<file path="src/logic/img_pkg.sv">
package img_pkg;

    // ======================================================================
    // Sizes
    // ======================================================================
    localparam int WORD_W        = 16;
    localparam int PIXEL_W       = 12;
    localparam int HEADER_WORDS  = 8;
    localparam int HEADER_W      = HEADER_WORDS * WORD_W;
    localparam int IMG_MAX_WORDS = 1024;
    localparam int BLOCK_AW      = $clog2(IMG_MAX_WORDS);
    localparam int COUNT_W       = $clog2(IMG_MAX_WORDS + 1);
    localparam int STAT_W        = 18;
    localparam int STAT_TOP_BITS = 7;

    // ======================================================================
    // Data types
    // ======================================================================
    typedef logic [WORD_W-1:0]   word_t;
    // Most significant word goes out first
    typedef logic [HEADER_W-1:0] header_t;
    typedef logic [COUNT_W-1:0]  count_t;
    typedef logic [STAT_W-1:0]   stat_t;

    typedef struct packed {
        logic               fv;
        logic               lv;
        logic [PIXEL_W-1:0] d;
    } pixel_in_t;

    typedef enum logic [0:0] {CMD_CAPTURE, CMD_READOUT} cmd_op_e;

    typedef struct packed {
        cmd_op_e op;
        logic    block;
        header_t header;
    } cmd_t;

    typedef struct packed {
        count_t word_count;
        stat_t  highlight_count;
        stat_t  shadow_count;
    } status_t;

    typedef enum logic [1:0] {RAM_NONE, RAM_WRITE, RAM_READ} ram_op_e;

    // Controller and capture FSM states
    typedef enum logic [2:0] {
        CTRL_IDLE, CTRL_CAP_ARM, CTRL_CAP_RUN, CTRL_CAP_DRAIN,
        CTRL_RD_ARM, CTRL_RD_RUN, CTRL_RD_DRAIN
    } ctrl_state_e;

    typedef enum logic [2:0] {
        CAP_IDLE, CAP_WAIT_FV_LOW, CAP_WAIT_FV_HIGH, CAP_HEADER, CAP_PIXELS
    } cap_state_e;

endpackage

</file>
<file path="src/logic/word_fifo.sv">
`timescale 1ns/1ps

module word_fifo #(
    parameter int DEPTH = 16
) (
    input  logic          clk,
    input  logic          fifoIn_rst,
    input  logic          flush,
    input  img_pkg::word_t in_data,
    input  logic          in_valid,
    output logic          in_ready,
    output img_pkg::word_t out_data,
    output logic          out_valid,
    input  logic          out_ready
);
    import img_pkg::*;

    word_t                     mem [DEPTH];
    logic [$clog2(DEPTH)-1:0]  wr_ptr;
    logic [$clog2(DEPTH)-1:0]  rd_ptr;
    logic [$clog2(DEPTH):0]    count;
    logic                      push;
    logic                      pop;

    // Top count bit set means exactly DEPTH words held
    assign in_ready  = !count[$clog2(DEPTH)];
    assign out_valid = (count != '0);
    assign out_data  = mem[rd_ptr];
    assign push      = in_valid && in_ready;
    assign pop       = out_valid && out_ready;

    always_ff @(posedge clk) begin
        if (push) begin
            mem[wr_ptr] <= in_data;
        end
    end

    always_ff @(posedge clk) begin
        if (!fifoIn_rst || flush) begin
            wr_ptr <= '0;
            rd_ptr <= '0;
            count  <= '0;
        end else begin
            if (push) wr_ptr <= wr_ptr + 1'b1;
            if (pop)  rd_ptr <= rd_ptr + 1'b1;
            case ({push, pop})
                2'b10:   count <= count + 1'b1;
                2'b01:   count <= count - 1'b1;
                default: count <= count;
            endcase
        end
    end

    // Pointer distance matches occupancy, so no slot is overwritten or read while empty
    a_ptr_count: assert property (@(posedge clk) disable iff (!fifoIn_rst)
        count[$clog2(DEPTH)-1:0] == wr_ptr - rd_ptr);

endmodule

</file>
<file path="config.mk">
export PLATFORM = sky130hd
export DESIGN_NAME = word_fifo
export DESIGN_NICKNAME = d
export VERILOG_FILES = /design/src/logic/img_pkg.sv /design/src/logic/word_fifo.sv
export SDC_FILE = /design/constraint.sdc
export NUM_CORES = 1
export LEC_CHECK = 0
export ABC_AREA = 1
export BUFFER_PORTS_ARGS = -buffer_cell sky130_fd_sc_hd__buf_2
export CORE_MARGIN = 3
export CORE_UTILIZATION = 61
export CTS_CLUSTER_SIZE = 24
export DETAILED_ROUTE_END_ITERATION = 7
export PLACE_DENSITY = 0.79
export RECOVER_POWER = 25
export SLEW_MARGIN = 25
export SYNTH_ARGS = -nofsm -noshare
export SYNTH_HDL_FRONTEND = slang
export SYNTH_SLANG_ARGS = --single-unit
</file>
<file path="constraint.sdc">
create_clock -name clk -period 2.4 [get_ports clk]
set_input_delay 0.48 -clock clk [delete_from_list [all_inputs] [get_ports clk]]
set_output_delay 0.48 -clock clk [all_outputs]
set_load 0.005 [all_outputs]
</file>
==> run_results.csv <==
group,metric,value,unit
floorplan,coreArea,17600,sq um
route,routed_wl,26800,um
route,drc,0,
critical_path,worstSetupPathType,"flop to output port",
final_layout,syn2layout_area_growth,16.4,%
power_and_ir_drop,p_seq_frac,0.534,
cts,clkLatencyLatePin,530,ps
route,avgViaCountPerCell,6.29,
logic_synthesis,yosys_warnings,0,
cts,tritoncts,"built",
critical_path,required,1920,ps
global_route,grt_pass1_vias,7107,
cts,root_buffer,"clkbuf_16",
power_and_ir_drop,finalPower,9.92,mW
timing,rsz0062_at_grt,"yes",
critical_path,ff2ff_path_depth,14,
floorplan,placementRows,48,
global_route,grt_max_degree,43,
global_route,grt_pass1_wl,40600,um
logic_synthesis,synth_ff_type,"edfxtp_1",
power_and_ir_drop,swShare,0.224,
worst_hold_path,hold_end,"mem[4][6]$_DFFE_PP_",
final_layout,layout_common_cells,"edfxtp_1, inv_1, o211ai_1, a21oi_1, mux2i_1",
logic_synthesis,synth-seq-cells,273,
critical_path,r2r_start,"count[4]$_SDFFE_PP0P_",
global_route,grt_use_total,0.267,
cts,max-clock-path-buffers,3,
critical_path,critPathLaunchType,"flop",
timing,fin_crit_sh,1.05,
cts,h-tree-depth,1,
logic_synthesis,ys_seq_area_frac,0.720,
worst_hold_path,min_path_cells,1,
worst_hold_path,hold_start,"in_data[6]",
critical_path,cp_max_fo,10,
cts,postCtsHoldBufs,0,
critical_path,worstReg2RegEnd,"count[4]$_SDFFE_PP0P_",
final_layout,n_fill_cell,1064,
route,dr.pass1.iters,6,
timing,slew_violations,0,
final_layout,mostFrequentLayoutCell,"edfxtp_1",
power_and_ir_drop,combPwrFrac,0.089,
floorplan,start_util,0.634,
power_and_ir_drop,p_leak,4.45,nW
timing,fin_worst_skew,13.6,ps
route,ant_nets,0,
final_layout,diodes,0,
final_layout,fin_util,0.737,
timing,setup_slack,-117,ps
place,io_buffers,38,
outcome,failed_checks,"negative setup slack",
logic_synthesis,synth.distinct_cells,28,
final_layout,layout.nets,919,
cts,cts_sinks,273,
logic_synthesis,synthArstFlopShare,0,
final_layout,drive_gt1_frac,0.184,
power_and_ir_drop,p_int,7.69,mW
route,post_drt_wl_per_cell,23.6,um
cts,clk_pin_slew,60,ps
timing,fmax,397,MHz
outcome,status,"finished with violations",
power_and_ir_drop,power_frac_clock,0.376,
cts,numCtsBuffers,27,
global_route,overflow,0,
floorplan,dieArea,19900,sq um
route,dr.first_iter.drc_count,729,
timing,finalSetupViolCount,16,
power_and_ir_drop,peakVddDrop,0.974,mV
timing,layout_min_cycle_time,2520,ps
timing,tightest_slew,641,ps
logic_synthesis,synthesis.nets,840,
floorplan,io_pins,39,
timing,hold_viol_final,0,
logic_synthesis,synth.avg_cell_area,13.7,sq um
power_and_ir_drop,switching_power,2.22,mW
logic_synthesis,syn_inst,811,
critical_path,cp-end-kind,"output port",
flow_run,drv_cap,0,
critical_path,r2r_setup_slack,250,ps
place,place_congestion,0.826,
logic_synthesis,netlist_area,11100,sq um
final_layout,register_area,8030,sq um
timing,slew_headroom,0.573,
floorplan,die_y,141,um
critical_path,cp.arrival,2040,ps
global_route,antenna_found_initial,1,
worst_hold_path,hold_class,"input port to flop",
floorplan,die_w,141,um
timing,hold_ws,345,ps
place,hpwl,13800,um
logic_synthesis,synth-edff-count,256,
route,vias,7132,
final_layout,multi_input_area,2650,sq um
power_and_ir_drop,powerDensity,764,nW/um^2
-- how the worst max path moves through the flow --
stage / from / end / slack [ps] / cells after the start
detailed placement: flop / out_data[14] / 200 / 5
global route: flop / out_data[1] / -190 / 9
CTS: flop / out_data[2] / -90 / 9
global placement: flop / out_data[4] / 350 / 6
finish: flop / out_data[1] / -120 / 7
floorplan: count[1]$_SDFFE_PP0P_ / count[4]$_SDFFE_PP0P_ / 530 / 14
-- metal layers --
metal  vias to the layer above  GRT usage  routed length, um
li1                       3151          -                  -
met1                      3449      0.361               9690
met2                       441      0.439              13200
met3                        89     0.0448               2820
met4                         2     0.0999               1010
met5                         -          0                  7
-- kinds of logic (layout without fill, tap and decap cells) --
family | count (synthesis) | after routing | share of synthesized area
multiplexers | 64 | 64 | 0.0575
adder cells (fa/ha/maj) | 8 | 8 | 0.00898
XOR/XNOR | 6 | 6 | 0.00471
AND/OR/NAND/NOR | 111 | 111 | 0.0428
flip-flops | 273 | 273 | 0.720
buffers and inverters | 134 | 232 | 0.0549
AO/OA/AOI/OAI | 215 | 215 | 0.111
-- cells in the mapped netlist, types with 2 or more instances --
library cell    n  share of area
edfxtp_1      256           0.69
inv_1          88          0.030
o21ai_0        72          0.032
a21oi_1        70          0.031
mux2i_1        64          0.057
o211ai_1       64          0.043
nand2_1        43          0.014
nor2_1         33          0.011
nand3_1        24          0.011
clkbuf_1       21         0.0071
dfxtp_1        17          0.031
ha_1            8         0.0090
o21ai_1         8         0.0036
buf_1           7         0.0024
buf_6           6         0.0061
buf_2           4         0.0018
buf_4           4         0.0027
nor3_1          4         0.0018
xor2_1          4         0.0031
nor3b_1         3         0.0020
buf_12          2         0.0036
nand4_1         2         0.0011
xnor2_1         2         0.0016
-- power groups by stage --
| stage | Clock (mW) | Sequential [mW] | Combinational (mW) |
|---|---|---|---|
| after floorplan | 0 | 5.39 | 0.495 |
| after detailed placement | 0 | 5.41 | 0.704 |
| final | 3.73 | 5.30 | 0.886 |
| after CTS | 3.75 | 5.30 | 0.834 |
| after global placement | 0 | 5.40 | 0.673 |
| after global routing | 3.95 | 5.30 | 0.966 |
-- critical path, stage by stage (launching register included) --
cell      delay (ps)
dfxtp_4          380
buf_4            170
buf_12           150
mux2i_2          220
o21ai_1           90
o211ai_1         250
nand2_1          110
buf_2            140
-- metrics by stage --
stage | setup slack (ps) | std cells | cell area (sq um) | TNS, ps
2_1_floorplan | 528 | 811 | 11100 | 0
3_3_place_gp | 347 | 1063 | 11700 | 0
3_5_place_dp | 202 | 1063 | 11700 | 0
4_1_cts | -94.5 | 1130 | 12800 | -660
5_1_grt | -189 | 1134 | 13000 | -2110
6_report | -117 | 1134 | 13000 | -884
-- cell type report --
class / instances / share of cell area
Timing Repair Buffer: 94 / 0.0685
Inverter: 89 / 0.0260
Timing Repair inverter: 1 / 0.000579
Multi-Input combinational cell: 404 / 0.204
Clock buffer: 32 / 0.0535
Sequential cell: 273 / 0.619
Clock inverter: 16 / 0.00598
Tap cell: 225 / 0.0217
-- state kept, by name, indices dropped and copies added, names as in the netlist, named ones only --
name,count
count,5
wr_ptr,4
rd_ptr,4
mem,256
-- timing repair --
item | CTS | global route
setup buffers | 13 | 3
gates cloned | 6 | 1
pin swaps | 10 | 14
endpoints found under the setup margin | 16 | 18
gates resized for setup | 40 | 29
(Power assumes the default switching activity.)
