<file path="src/logic/img_pkg.sv">
package img_pkg;

    // ======================================================================
    // Sizes
    // ======================================================================
    localparam int WORD_W        = 16;
    localparam int PIXEL_W       = 12;
    localparam int HEADER_WORDS  = 8;
    localparam int HEADER_W      = HEADER_WORDS * WORD_W;
    localparam int IMG_MAX_WORDS = 1024;
    localparam int BLOCK_AW      = $clog2(IMG_MAX_WORDS);
    localparam int COUNT_W       = $clog2(IMG_MAX_WORDS + 1);
    localparam int STAT_W        = 18;
    localparam int STAT_TOP_BITS = 7;

    // ======================================================================
    // Data types
    // ======================================================================
    typedef logic [WORD_W-1:0]   word_t;
    // Most significant word goes out first
    typedef logic [HEADER_W-1:0] header_t;
    typedef logic [COUNT_W-1:0]  count_t;
    typedef logic [STAT_W-1:0]   stat_t;

    typedef struct packed {
        logic               fv;
        logic               lv;
        logic [PIXEL_W-1:0] d;
    } pixel_in_t;

    typedef enum logic [0:0] {CMD_CAPTURE, CMD_READOUT} cmd_op_e;

    typedef struct packed {
        cmd_op_e op;
        logic    block;
        header_t header;
    } cmd_t;

    typedef struct packed {
        count_t word_count;
        stat_t  highlight_count;
        stat_t  shadow_count;
    } status_t;

    typedef enum logic [1:0] {RAM_NONE, RAM_WRITE, RAM_READ} ram_op_e;

    // Controller and capture FSM states
    typedef enum logic [2:0] {
        CTRL_IDLE, CTRL_CAP_ARM, CTRL_CAP_RUN, CTRL_CAP_DRAIN,
        CTRL_RD_ARM, CTRL_RD_RUN, CTRL_RD_DRAIN
    } ctrl_state_e;

    typedef enum logic [2:0] {
        CAP_IDLE, CAP_WAIT_FV_LOW, CAP_WAIT_FV_HIGH, CAP_HEADER, CAP_PIXELS
    } cap_state_e;

endpackage

</file>
<file path="src/logic/frame_capture.sv">
`timescale 1ns/1ps

module frame_capture (
    input  logic               clk,
    input  logic               fifoIn_rst,
    input  logic               start,
    input  img_pkg::header_t   header,
    input  img_pkg::pixel_in_t pix,
    output img_pkg::word_t     cap_word,
    output logic               cap_valid,
    input  logic               cap_ready,
    output logic               done,
    output img_pkg::status_t   status
);
    import img_pkg::*;

    cap_state_e                      state;
    header_t                         hdr_shift;
    logic [$clog2(HEADER_WORDS)-1:0] hdr_left;
    logic [1:0]                      x;
    logic [1:0]                      y;
    logic                            lv_prev;
    logic                            sample;
    logic [STAT_TOP_BITS-1:0]        top_bits;

    // ======================================================================
    // Sampling grid position
    // ======================================================================
    assign top_bits = pix.d[PIXEL_W-1 -: STAT_TOP_BITS];
    assign sample   = (state == CAP_PIXELS) && pix.fv && pix.lv &&
                      (x == 2'd0) && (y == 2'd0);

    always_ff @(posedge clk) begin
        if (!fifoIn_rst) begin
            x       <= '0;
            y       <= '0;
            lv_prev <= 1'b0;
        end else begin
            lv_prev <= pix.lv;
            x <= pix.lv ? x + 1'b1 : 2'd0;
            // y steps on each line end
            if (!pix.fv) begin
                y <= '0;
            end else if (lv_prev && !pix.lv) begin
                y <= y + 1'b1;
            end
        end
    end

    // ======================================================================
    // Frame FSM and statistics
    // ======================================================================
    always_ff @(posedge clk) begin
        if (!fifoIn_rst) begin
            state     <= CAP_IDLE;
            cap_valid <= 1'b0;
            done      <= 1'b0;
            hdr_left  <= '0;
            status    <= '0;
        end else begin
            cap_valid <= 1'b0;
            done      <= 1'b0;
            if (cap_valid && cap_ready) begin
                status.word_count <= status.word_count + 1'b1;
            end
            if (sample && (&top_bits)) begin
                status.highlight_count <= status.highlight_count + 1'b1;
            end
            if (sample && !(|top_bits)) begin
                status.shadow_count <= status.shadow_count + 1'b1;
            end
            case (state)
                CAP_WAIT_FV_LOW: begin
                    if (!pix.fv) state <= CAP_WAIT_FV_HIGH;
                end
                CAP_WAIT_FV_HIGH: begin
                    if (pix.fv) begin
                        cap_valid <= 1'b1;
                        hdr_left  <= '1;
                        state     <= CAP_HEADER;
                    end
                end
                CAP_HEADER: begin
                    cap_valid <= 1'b1;
                    hdr_left  <= hdr_left - 1'b1;
                    if (hdr_left == 'd1) state <= CAP_PIXELS;
                end
                CAP_PIXELS: begin
                    if (!pix.fv) begin
                        done  <= 1'b1;
                        state <= CAP_IDLE;
                    end else begin
                        cap_valid <= pix.lv;
                    end
                end
                default: state <= CAP_IDLE;
            endcase
            if (start) begin
                state  <= CAP_WAIT_FV_LOW;
                status <= '0;
            end
        end
    end

    // Word payload, qualified by cap_valid
    always_ff @(posedge clk) begin
        if (state == CAP_WAIT_FV_HIGH) begin
            cap_word  <= header[HEADER_W-1 -: WORD_W];
            hdr_shift <= header << WORD_W;
        end else if (state == CAP_HEADER) begin
            cap_word  <= hdr_shift[HEADER_W-1 -: WORD_W];
            hdr_shift <= hdr_shift << WORD_W;
        end else begin
            cap_word <= {{(WORD_W - PIXEL_W){1'b0}}, pix.d};
        end
    end

    // The sensor cannot stall, so the input FIFO must always take the word
    a_no_drop: assert property (@(posedge clk) disable iff (!fifoIn_rst)
        cap_valid |-> cap_ready);

endmodule

</file>
<file path="config.mk">
export PLATFORM = sky130hd
export DESIGN_NAME = frame_capture
export DESIGN_NICKNAME = d
export VERILOG_FILES = /design/src/logic/img_pkg.sv /design/src/logic/frame_capture.sv
export SDC_FILE = /design/constraint.sdc
export NUM_CORES = 1
export LEC_CHECK = 0
export ABC_AREA = 1
export BUFFER_PORTS_ARGS = -buffer_cell sky130_fd_sc_hd__buf_2
export CELL_PAD_IN_SITES_DETAIL_PLACEMENT = 0
export CELL_PAD_IN_SITES_GLOBAL_PLACEMENT = 1
export CORE_MARGIN = 5
export CORE_UTILIZATION = 30
export CTS_CLUSTER_DIAMETER = 150
export DETAILED_ROUTE_END_ITERATION = 6
export GPL_ROUTABILITY_DRIVEN = 0
export PLACE_DENSITY = 0.7
export SLEW_MARGIN = 25
export SYNTH_ARGS = -nofsm -noshare
export SYNTH_HDL_FRONTEND = slang
export SYNTH_SLANG_ARGS = --single-unit
</file>
<file path="constraint.sdc">
create_clock -name clk -period 8.2 [get_ports clk]
set_input_delay 0 -clock clk [delete_from_list [all_inputs] [get_ports clk]]
set_output_delay 0 -clock clk [all_outputs]
set_load 0.01 [all_outputs]
</file>
==> out/qor.yml <==
sta:
  finClkSkew_ns: 0.0124
  holdWs_ns: 0.0639
  setup-tns-final_ns: 0
  slew_violations: 0
  relSlewSlack: 0.454
  rsz0062_at_grt: "no"
  hold_viol: 0
  fmax_mhz: 396
  fin_crit_ns: 2.52
  final-setup-viol-count: 0
  tightest_slew_ns: 0.819
  timing.final.crit_share: 0.308
flow_run:
  cap_violations: 0
layout:
  finalInstanceArea_um2: 12000
  register_area_um2: 4880
  final_common_cell: "nand2_1"
  layout_common_cells: "nand2_1, buf_2, dlygate4sd3_1"
  area_delta_synth_final_pct: 41.3
  drive_gt1_frac: 0.184
  fin_util: 0.430
  num-nets-final: 1531
  final_cells: 1770
  multi_input_area_um2: 3020
  fillers: 2768
drt:
  drtIter0Drc: 352
  num_vias: 7603
  vias_per_cell: 4.30
  drt-wirelength-per-cell_um: 13.5
  drc_errors: 0
  totalWireLength_mm: 23.8
  ant_nets: 0
  drt_first_pass_iters: 6
setup_path:
  arrival_ns: 2.59
  critPathKind: "reg -> reg"
  cpPeakStageDelay_ns: 0.57
  worstSetupStartpointType: "register"
  critPathMaxFanout: 43
  worst_setup_path_end_kind: "register"
  required_ns: 8.27
  crit_chain: "inv_2 > nor2_4 > buf_4 > buf_4"
  critPathSlowestCell: "buf_4"
  cpMostUsedCell: "buf_4"
synth:
  synthMuxAreaShare: 0
  synth_area_um2: 8480
  synth_edf_count: 112
  synth.distinct_cells: 30
  synth_area_leaders: "edfxtp_1, nand2_1, dfxtp_1, inv_1, nor2_1"
  yosysTopAreaCellShare: 0.396
  synth_top_family_by_area: "simple AND/OR/NAND/NOR gates"
  synth_xor_area_frac: 0.00929
  yosys.area.top_type: "edfxtp_1"
  ys_warn_count: 0
  netlist_instances: 1034
  ys_seq_area_frac: 0.576
  synth_compound_area_frac: 0.0518
  synth_nets: 1187
  synth.avg_cell_area_um2: 8.20
  ys_ff_latch: 188
  yosys.area_share.simple: 0.283
  ys.flop_type: "edfxtp_1"
  async_flop_share: 0
  synthAdderAreaFrac: 0.0103
cts:
  htreeDepth: 4
  clk_latency_ns: 0.44
  cts_sinks: 188
  path_clk_slew_ns: 0.07
  root_buffer: "clkbuf_16"
  cts_tree: "built"
  cts_setup_buffers: 0
  cts_buffers: 17
  cts.path.max_buffers: 2
die:
  die_h_um: 178
  initial_utilization: 0.305
  fp.dieW_um: 178
  fp.dieArea_um2: 31700
  row_count: 61
  io_pins: 211
  fp.coreArea_um2: 27900
power_and_ir_drop:
  combPwrFrac: 0.100
  clkPwrFrac: 0.409
  swShare: 0.237
  p_seq_frac: 0.491
  internal_power_w: 0.00164
  p_sw_w: 0.000508
  p_leak_nw: 5.30
  ir_drop_v: 0.000108
  powerDensity_nw_per_um2: 179
placement:
  dp_hpwl_mm: 15.9
  numPortBuffers: 210
  placed_area_um2: 9880
  dp.cells: 1590
outcome:
  outcome: "finished clean"
grt:
  grtUsageTotal: 0.152
  antenna_found_initial: 3
  grt_max_degree: 114
  grt_pass1_wl_mm: 38.3
  grt_overflow: 0
  grt_pass1_vias: 7617
min_path:
  hp-class: "in -> reg"
## critical path: cells and delay by family, from the launching register on
kind | cells | cell delay, ns
buffers and inverters | 3 | 1.24
AND/OR/NAND/NOR | 1 | 0.48
flip-flops | 1 | 0.41
## registers in the layout, indices dropped and copies added (netlist names)
signal and count:
hdr_shift 112, status 47, cap_word 16, hdr_left 3
state 3, x 2, y 2, cap_valid 1
done 1, lv_prev 1
## area by class of cell
type,instances,area share
Tap cell,378,0.0395
Clock inverter,14,0.0152
Clock buffer,17,0.0355
Sequential cell,188,0.407
Multi-Input combinational cell,699,0.252
Inverter,111,0.0352
Timing Repair Buffer,361,0.215
Antenna cell,2,0.000417
## routing by layer
metal / wire length (um) / global-route usage / part of all wire
met5: 13 / 0 / 0.00055
met4: 457 / 0.0461 / 0.019
met3: 1690 / 0.0432 / 0.071
met2: 11200 / 0.256 / 0.47
met1: 10400 / 0.190 / 0.44
## final timing paths
path                               start             to  slack [ns]  cells after the start
worst min-delay path               start       state[0]        0.06                      6
worst max register to register  state[1]  hdr_shift[82]        5.68                      4
worst max-delay path            state[1]  hdr_shift[82]        5.68                      4
worst min register to register      x[0]           x[0]        0.42                      1
## synth_stat cells (3+ instances only)
cell type,instances
nor3_1,7
xnor2_1,4
a22o_1,4
edfxtp_1,112
a21oi_1,36
nand4_1,12
nor2_1,85
clkbuf_1,11
buf_2,15
buf_1,5
nand3_1,41
dfxtp_1,76
inv_1,108
nand2_1,452
nor2_4,3
ha_1,7
inv_2,3
o211ai_1,7
o21ai_0,29
xor2_1,5
## power groups by stage
stage,sequential (W),combinational (W),clock (W)
6_report,0.00105,0.000215,0.000878
5_1_grt,0.00106,0.000242,0.000945
4_1_cts,0.00105,0.000215,0.000907
3_5_place_dp,0.00107,0.000157,0
3_3_place_gp,0.00107,0.000156,0
2_1_floorplan,0.00108,0.0000825,0
## timing repair
| action | in CTS | in global routing |
|---|---|---|
| hold buffers | 146 | 0 |
| gates resized for setup | 0 | 0 |
| endpoints found under the hold margin | 142 | 0 |
## stage by stage
step	power, W	worst slack (ns)
global route	0.00224	5.50
detailed placement	0.00123	5.25
global placement	0.00123	5.26
finish	0.00215	5.68
CTS	0.00217	5.24
floorplan	0.00116	2.30
## logic make-up after synthesis
group           count (synthesis)
buf+inv                       147
flops                         188
compound gates                 80
simple gates                  603
fa+ha+maj                       7
xor+xnor                        9
Power figures use the tool's default switching activity.
