**src/logic/img_pkg.sv**
```systemverilog
package img_pkg;

    // ======================================================================
    // Sizes
    // ======================================================================
    localparam int WORD_W        = 16;
    localparam int PIXEL_W       = 12;
    localparam int HEADER_WORDS  = 8;
    localparam int HEADER_W      = HEADER_WORDS * WORD_W;
    localparam int IMG_MAX_WORDS = 1024;
    localparam int BLOCK_AW      = $clog2(IMG_MAX_WORDS);
    localparam int COUNT_W       = $clog2(IMG_MAX_WORDS + 1);
    localparam int STAT_W        = 18;
    localparam int STAT_TOP_BITS = 7;

    // ======================================================================
    // Data types
    // ======================================================================
    typedef logic [WORD_W-1:0]   word_t;
    // Most significant word goes out first
    typedef logic [HEADER_W-1:0] header_t;
    typedef logic [COUNT_W-1:0]  count_t;
    typedef logic [STAT_W-1:0]   stat_t;

    typedef struct packed {
        logic               fv;
        logic               lv;
        logic [PIXEL_W-1:0] d;
    } pixel_in_t;

    typedef enum logic [0:0] {CMD_CAPTURE, CMD_READOUT} cmd_op_e;

    typedef struct packed {
        cmd_op_e op;
        logic    block;
        header_t header;
    } cmd_t;

    typedef struct packed {
        count_t word_count;
        stat_t  highlight_count;
        stat_t  shadow_count;
    } status_t;

    typedef enum logic [1:0] {RAM_NONE, RAM_WRITE, RAM_READ} ram_op_e;

    // Controller and capture FSM states
    typedef enum logic [2:0] {
        CTRL_IDLE, CTRL_CAP_ARM, CTRL_CAP_RUN, CTRL_CAP_DRAIN,
        CTRL_RD_ARM, CTRL_RD_RUN, CTRL_RD_DRAIN
    } ctrl_state_e;

    typedef enum logic [2:0] {
        CAP_IDLE, CAP_WAIT_FV_LOW, CAP_WAIT_FV_HIGH, CAP_HEADER, CAP_PIXELS
    } cap_state_e;

endpackage

```
**src/logic/img_controller.sv**
```systemverilog
`timescale 1ns/1ps

module img_controller (
    input  logic              clk,
    input  logic              fifoIn_rst,
    input  img_pkg::cmd_t     cmd,
    input  logic              cmd_valid,
    output logic              cmd_ready,
    output logic              cap_start,
    output img_pkg::header_t  cap_header,
    input  logic              cap_done,
    input  img_pkg::count_t   cap_word_count,
    input  logic              in_fifo_empty,
    input  logic              store_busy,
    input  logic              out_fifo_empty,
    output img_pkg::ram_op_e  ram_op,
    output logic              ram_block,
    output img_pkg::count_t   rd_len,
    output logic              out_flush,
    output logic              capture_done
);
    import img_pkg::*;

    ctrl_state_e state;
    ctrl_state_e state_nxt;
    count_t      blk_words [2];
    logic        cmd_take;

    assign cmd_take = cmd_valid && cmd_ready;

    // ======================================================================
    // Sequencer
    // ======================================================================
    always_comb begin
        state_nxt = state;
        case (state)
            CTRL_IDLE: begin
                if (cmd_take) begin
                    state_nxt = (cmd.op == CMD_CAPTURE) ? CTRL_CAP_ARM : CTRL_RD_ARM;
                end
            end
            CTRL_CAP_ARM:   state_nxt = CTRL_CAP_RUN;
            CTRL_CAP_RUN:   if (cap_done) state_nxt = CTRL_CAP_DRAIN;
            // Last words still on their way into the store
            CTRL_CAP_DRAIN: if (in_fifo_empty) state_nxt = CTRL_IDLE;
            CTRL_RD_ARM:    state_nxt = CTRL_RD_RUN;
            CTRL_RD_RUN:    if (!store_busy) state_nxt = CTRL_RD_DRAIN;
            CTRL_RD_DRAIN:  if (out_fifo_empty) state_nxt = CTRL_IDLE;
            default:        state_nxt = CTRL_IDLE;
        endcase
    end

    always_ff @(posedge clk) begin
        if (!fifoIn_rst) begin
            state        <= CTRL_IDLE;
            cmd_ready    <= 1'b0;
            cap_start    <= 1'b0;
            ram_op       <= RAM_NONE;
            ram_block    <= 1'b0;
            rd_len       <= '0;
            out_flush    <= 1'b0;
            capture_done <= 1'b0;
            blk_words[0] <= '0;
            blk_words[1] <= '0;
        end else begin
            state        <= state_nxt;
            cmd_ready    <= (state_nxt == CTRL_IDLE);
            cap_start    <= 1'b0;
            ram_op       <= RAM_NONE;
            out_flush    <= 1'b0;
            capture_done <= 1'b0;
            if (cmd_take) begin
                ram_block <= cmd.block;
                if (cmd.op == CMD_CAPTURE) begin
                    ram_op    <= RAM_WRITE;
                    cap_start <= 1'b1;
                end else begin
                    ram_op    <= RAM_READ;
                    rd_len    <= blk_words[cmd.block];
                    out_flush <= 1'b1;
                end
            end
            // Length of the last frame stored per block
            if ((state == CTRL_CAP_RUN) && cap_done) begin
                blk_words[ram_block] <= cap_word_count;
            end
            if ((state == CTRL_CAP_DRAIN) && in_fifo_empty) begin
                capture_done <= 1'b1;
            end
        end
    end

    always_ff @(posedge clk) begin
        if (cmd_take) begin
            cap_header <= cmd.header;
        end
    end

    // Capture only finishes a frame that this sequencer started
    a_done_in_run: assert property (@(posedge clk) disable iff (!fifoIn_rst)
        cap_done |-> (state == CTRL_CAP_RUN));

endmodule

```
**config.mk**
```make
export PLATFORM = sky130hd
export DESIGN_NAME = img_controller
export DESIGN_NICKNAME = d
export VERILOG_FILES = /design/src/logic/img_pkg.sv /design/src/logic/img_controller.sv
export SDC_FILE = /design/constraint.sdc
export NUM_CORES = 1
export LEC_CHECK = 0
export BUFFER_PORTS_ARGS = -buffer_cell sky130_fd_sc_hd__buf_2
export CAP_MARGIN = 20
export CELL_PAD_IN_SITES_DETAIL_PLACEMENT = 0
export CELL_PAD_IN_SITES_GLOBAL_PLACEMENT = 2
export CORE_AREA = 2 2 142 144
export CTS_CLUSTER_SIZE = 28
export DETAILED_ROUTE_END_ITERATION = 8
export DIE_AREA = 0 0 144 146
export PLACE_DENSITY = 0.76
export SYNTH_ARGS = -nofsm -noshare
export SYNTH_HDL_FRONTEND = slang
export SYNTH_SLANG_ARGS = --single-unit
```
**constraint.sdc**
```tcl
create_clock -name clk -period 4.8 [get_ports clk]
set_input_delay 0.48 -clock clk [delete_from_list [all_inputs] [get_ports clk]]
set_output_delay 0.48 -clock clk [all_outputs]
set_load 0.03 [all_outputs]
```
==> flow_metrics.py <==
metrics = {
    "floorplan": {
        "num_io_pins": 294,
        "die_w_um": 144,
        "fp.dieH_um": 146,
        "rows": 51,
        "die_area_um2": 21000,
        "floorplan.initialDensity_pct": 28.7,
        "core_area_um2": 19300,
    },
    "setup_path": {
        "reg2reg_depth": 4,
        "cp-start-kind": "flop",
        "cp_max_fo": 13,
        "crit-reg2reg-capture": "blk_words[0][6]",
        "worst-setup-path-type": "flop to flop",
        "rrSetupSlack_ns": 2.51,
        "end_kind": "flop",
        "crit_slowest_cell": "nor3b_2",
        "worstSetupStartpoint": "state[1]",
        "crit_family": "simple AND/OR/NAND/NOR gates",
        "critPathMaxStageDelay_ns": 0.55,
        "worstPathArrival_ns": 2.36,
        "crit_required_ns": 4.87,
        "critPathBufInv": 0,
        "worstReg2RegStart": "state[1]",
        "worstPathCellList": "nand3b_1 -> nor3b_2 -> and2b_1 -> nand2b_1",
    },
    "global_route": {
        "grt_pass1_wl_mm": 20.3,
        "grt_pass1_vias": 3559,
        "antenna_found_initial": 6,
        "grt_util_all_layers_pct": 13.4,
        "grt_max_degree": 94,
        "grt-ovfl-total": 0,
    },
    "detailed_routing": {
        "drc": 0,
        "drt_iter0_markers": 104,
        "wl_mm": 14.6,
        "ant_nets": 0,
        "firstDrtPassIters": 4,
        "vias_per_cell": 4.05,
        "wl_per_cell_um": 17.0,
        "vias": 3464,
    },
    "yosys": {
        "synth_seq_cells": 169,
        "ys_seq_area_share_pct": 88.0,
        "syn_avg_cell_area_um2": 20.4,
        "ys_warn_count": 0,
        "async_flop_share_pct": 0,
        "syn_nets": 420,
        "yosys.area.top_type": "edfxtp_1",
        "synth_area_leaders": "edfxtp_1 (81%), dfxtp_1 (6.8%), mux2i_1 (2.2%)",
        "postSynthCellCount": 272,
        "netlist.area_leader.share_pct": 81.1,
        "synth_area_um2": 5550,
        "ys.flop_type": "edfxtp_1",
        "synth-edff-count": 150,
        "synth_cell_types": 27,
    },
    "placement": {
        "numPortBuffers": 293,
        "dpl_cell_area_um2": 7300,
        "dp_slack_ns": 2.10,
        "gp_congestion": 0.765,
        "dpl.hpwl_mm": 11.3,
    },
    "cells_and_area": {
        "fin_nets": 721,
        "syn2layout_area_growth_pct": 42.1,
        "drive_gt1_share_pct": 55.8,
        "finalInstanceArea_um2": 7890,
    },
    "clock_tree": {
        "clk_latency_ns": 0.42,
        "numClockSinks": 169,
        "cts_made_buffers": 17,
        "cts.path.max_buffers": 2,
        "cts_tree": "yes",
        "cts_root_buf": "clkbuf_16",
        "ctsHoldBuffers": 0,
        "htree_levels": 4,
        "ctsResizeCount": 0,
        "cts_post_setup_buffers_inserted": 0,
        "path_clk_slew_ns": 0.07,
    },
    "sta": {
        "rsz0062_at_grt": "false",
        "setup-violations-final": 0,
        "layout_worst_path_cycle_share_pct": 47.6,
        "slew_violations": 0,
        "hold_violations": 0,
        "fin_setup_tns_ns": 0,
        "max_slew.worst_pin.slew_ns": 0.866,
        "period_minus_slack_ns": 2.29,
        "fmax_mhz": 438,
        "setup_slack_ns": 2.51,
        "clock_skew_ns": 0.00624,
        "relSlewSlack_pct": 42.3,
    },
    "power": {
        "powerDensity_nw_per_um2": 449,
        "ir_drop_mv": 0.238,
        "p_leak_nw": 3.44,
    },
    "hold_path": {
        "hold_class": "primary input to flop",
        "hold_path_depth": 1,
        "hp-start": "cmd[113]",
        "hold_path_end": "cap_header[113]",
    },
    "outcome": {
        "status": "finished, final reports clean",
    },
    "job": {
        "maxCapViolations": 0,
    },
}
placed cells by master, fill, tap and decap left out, drive strengths merged, types with 2 or more instances in the layout:
| cell type | count |
|---|---|
| clkinv | 6 |
| mux2i | 12 |
| diode | 5 |
| clkbuf | 17 |
| buf | 294 |
| nor3 | 2 |
| nand2 | 19 |
| o21ai | 3 |
| o211a | 11 |
| dfxtp | 19 |
| and2 | 14 |
| edfxtp | 150 |
| nor2 | 3 |
| nor3b | 3 |
| and3 | 12 |
| inv | 11 |
worst register-to-register path: stages, from the launching register on:
cell	delay (ns)
dfxtp_1	0.43
nand3b_1	0.15
nor3b_2	0.55
and2b_1	0.37
nand2b_1	0.43
kinds of logic after synthesis:
kind of cell	count (synthesis)	share of synthesized area [%]
buf+inv	14	1.26
compound gates	19	2.93
mux	12	2.16
simple gates	58	5.68
flops	169	88.0
area by class of cell:
class | count | area [um2]
Fill cell | 1832 | 11400
Sequential cell | 169 | 4880
Timing Repair Buffer | 294 | 1470
Multi-Input combinational cell | 89 | 598
Clock buffer | 17 | 425
Tap cell | 265 | 332
Clock inverter | 15 | 154
Inverter | 2 | 12.5
Antenna cell | 5 | 12.5
worst max-delay path by stage:
stage	end	slack, ns	cells past startpoint
3_3_place_gp	blk_words[0][2]	2.20	5
2_1_floorplan	cap_header[0]	1.16	2
4_1_cts	blk_words[0][4]	2.52	4
5_1_grt	blk_words[0][6]	2.33	4
6_report	blk_words[0][6]	2.51	4
3_5_place_dp	blk_words[0][9]	2.10	5
cell usage after synthesis, types with 2 or more instances:
master,count
and3_1,12
and2_1,14
inv_1,2
edfxtp_1,150
mux2i_1,12
clkbuf_1,4
nor2_1,3
o211a_1,11
buf_4,3
buf_2,4
nand2_1,19
o21ai_0,3
nor3_1,2
dfxtp_1,19
nor3b_1,2
flip-flops by register name (all words and copies together), names as in the netlist:
register / count
cmd_ready: 1
state: 3
capture_done: 1
ram_block: 1
cap_header: 128
rd_len: 11
ram_op: 2
blk_words: 22
metal layers:
| layer | vias up | routed length (um) | track usage [%] |
|---|---|---|---|
| met1 | 1631 | 5330 | 13.7 |
| met3 | 23 | 1210 | 4.80 |
| met4 | 0 | 314 | 6.42 |
| li1 | 1650 | - | - |
| met2 | 160 | 7700 | 23.9 |
| met5 | - | 0 | 0 |
power breakdown:
group          total [W]  internal (W)  switching [W]
clock            0.00133      0.000696       0.000635
combinational   0.000447      0.000123       0.000323
sequential       0.00177       0.00174      0.0000335
total            0.00355       0.00255       0.000992
per-stage QoR:
stage                     power [W]  std cells  hold WS, ns  utilization (%)
after floorplan             0.00209        272        0.549                -
final                       0.00355        856        0.230             40.8
after global routing        0.00368        856        0.198             40.8
after detailed placement    0.00226        819        0.482             37.8
after CTS                   0.00359        851        0.208             40.8
after global placement      0.00225        819        0.483             37.8
No activity file was read; power rests on OpenSTA's default activity.
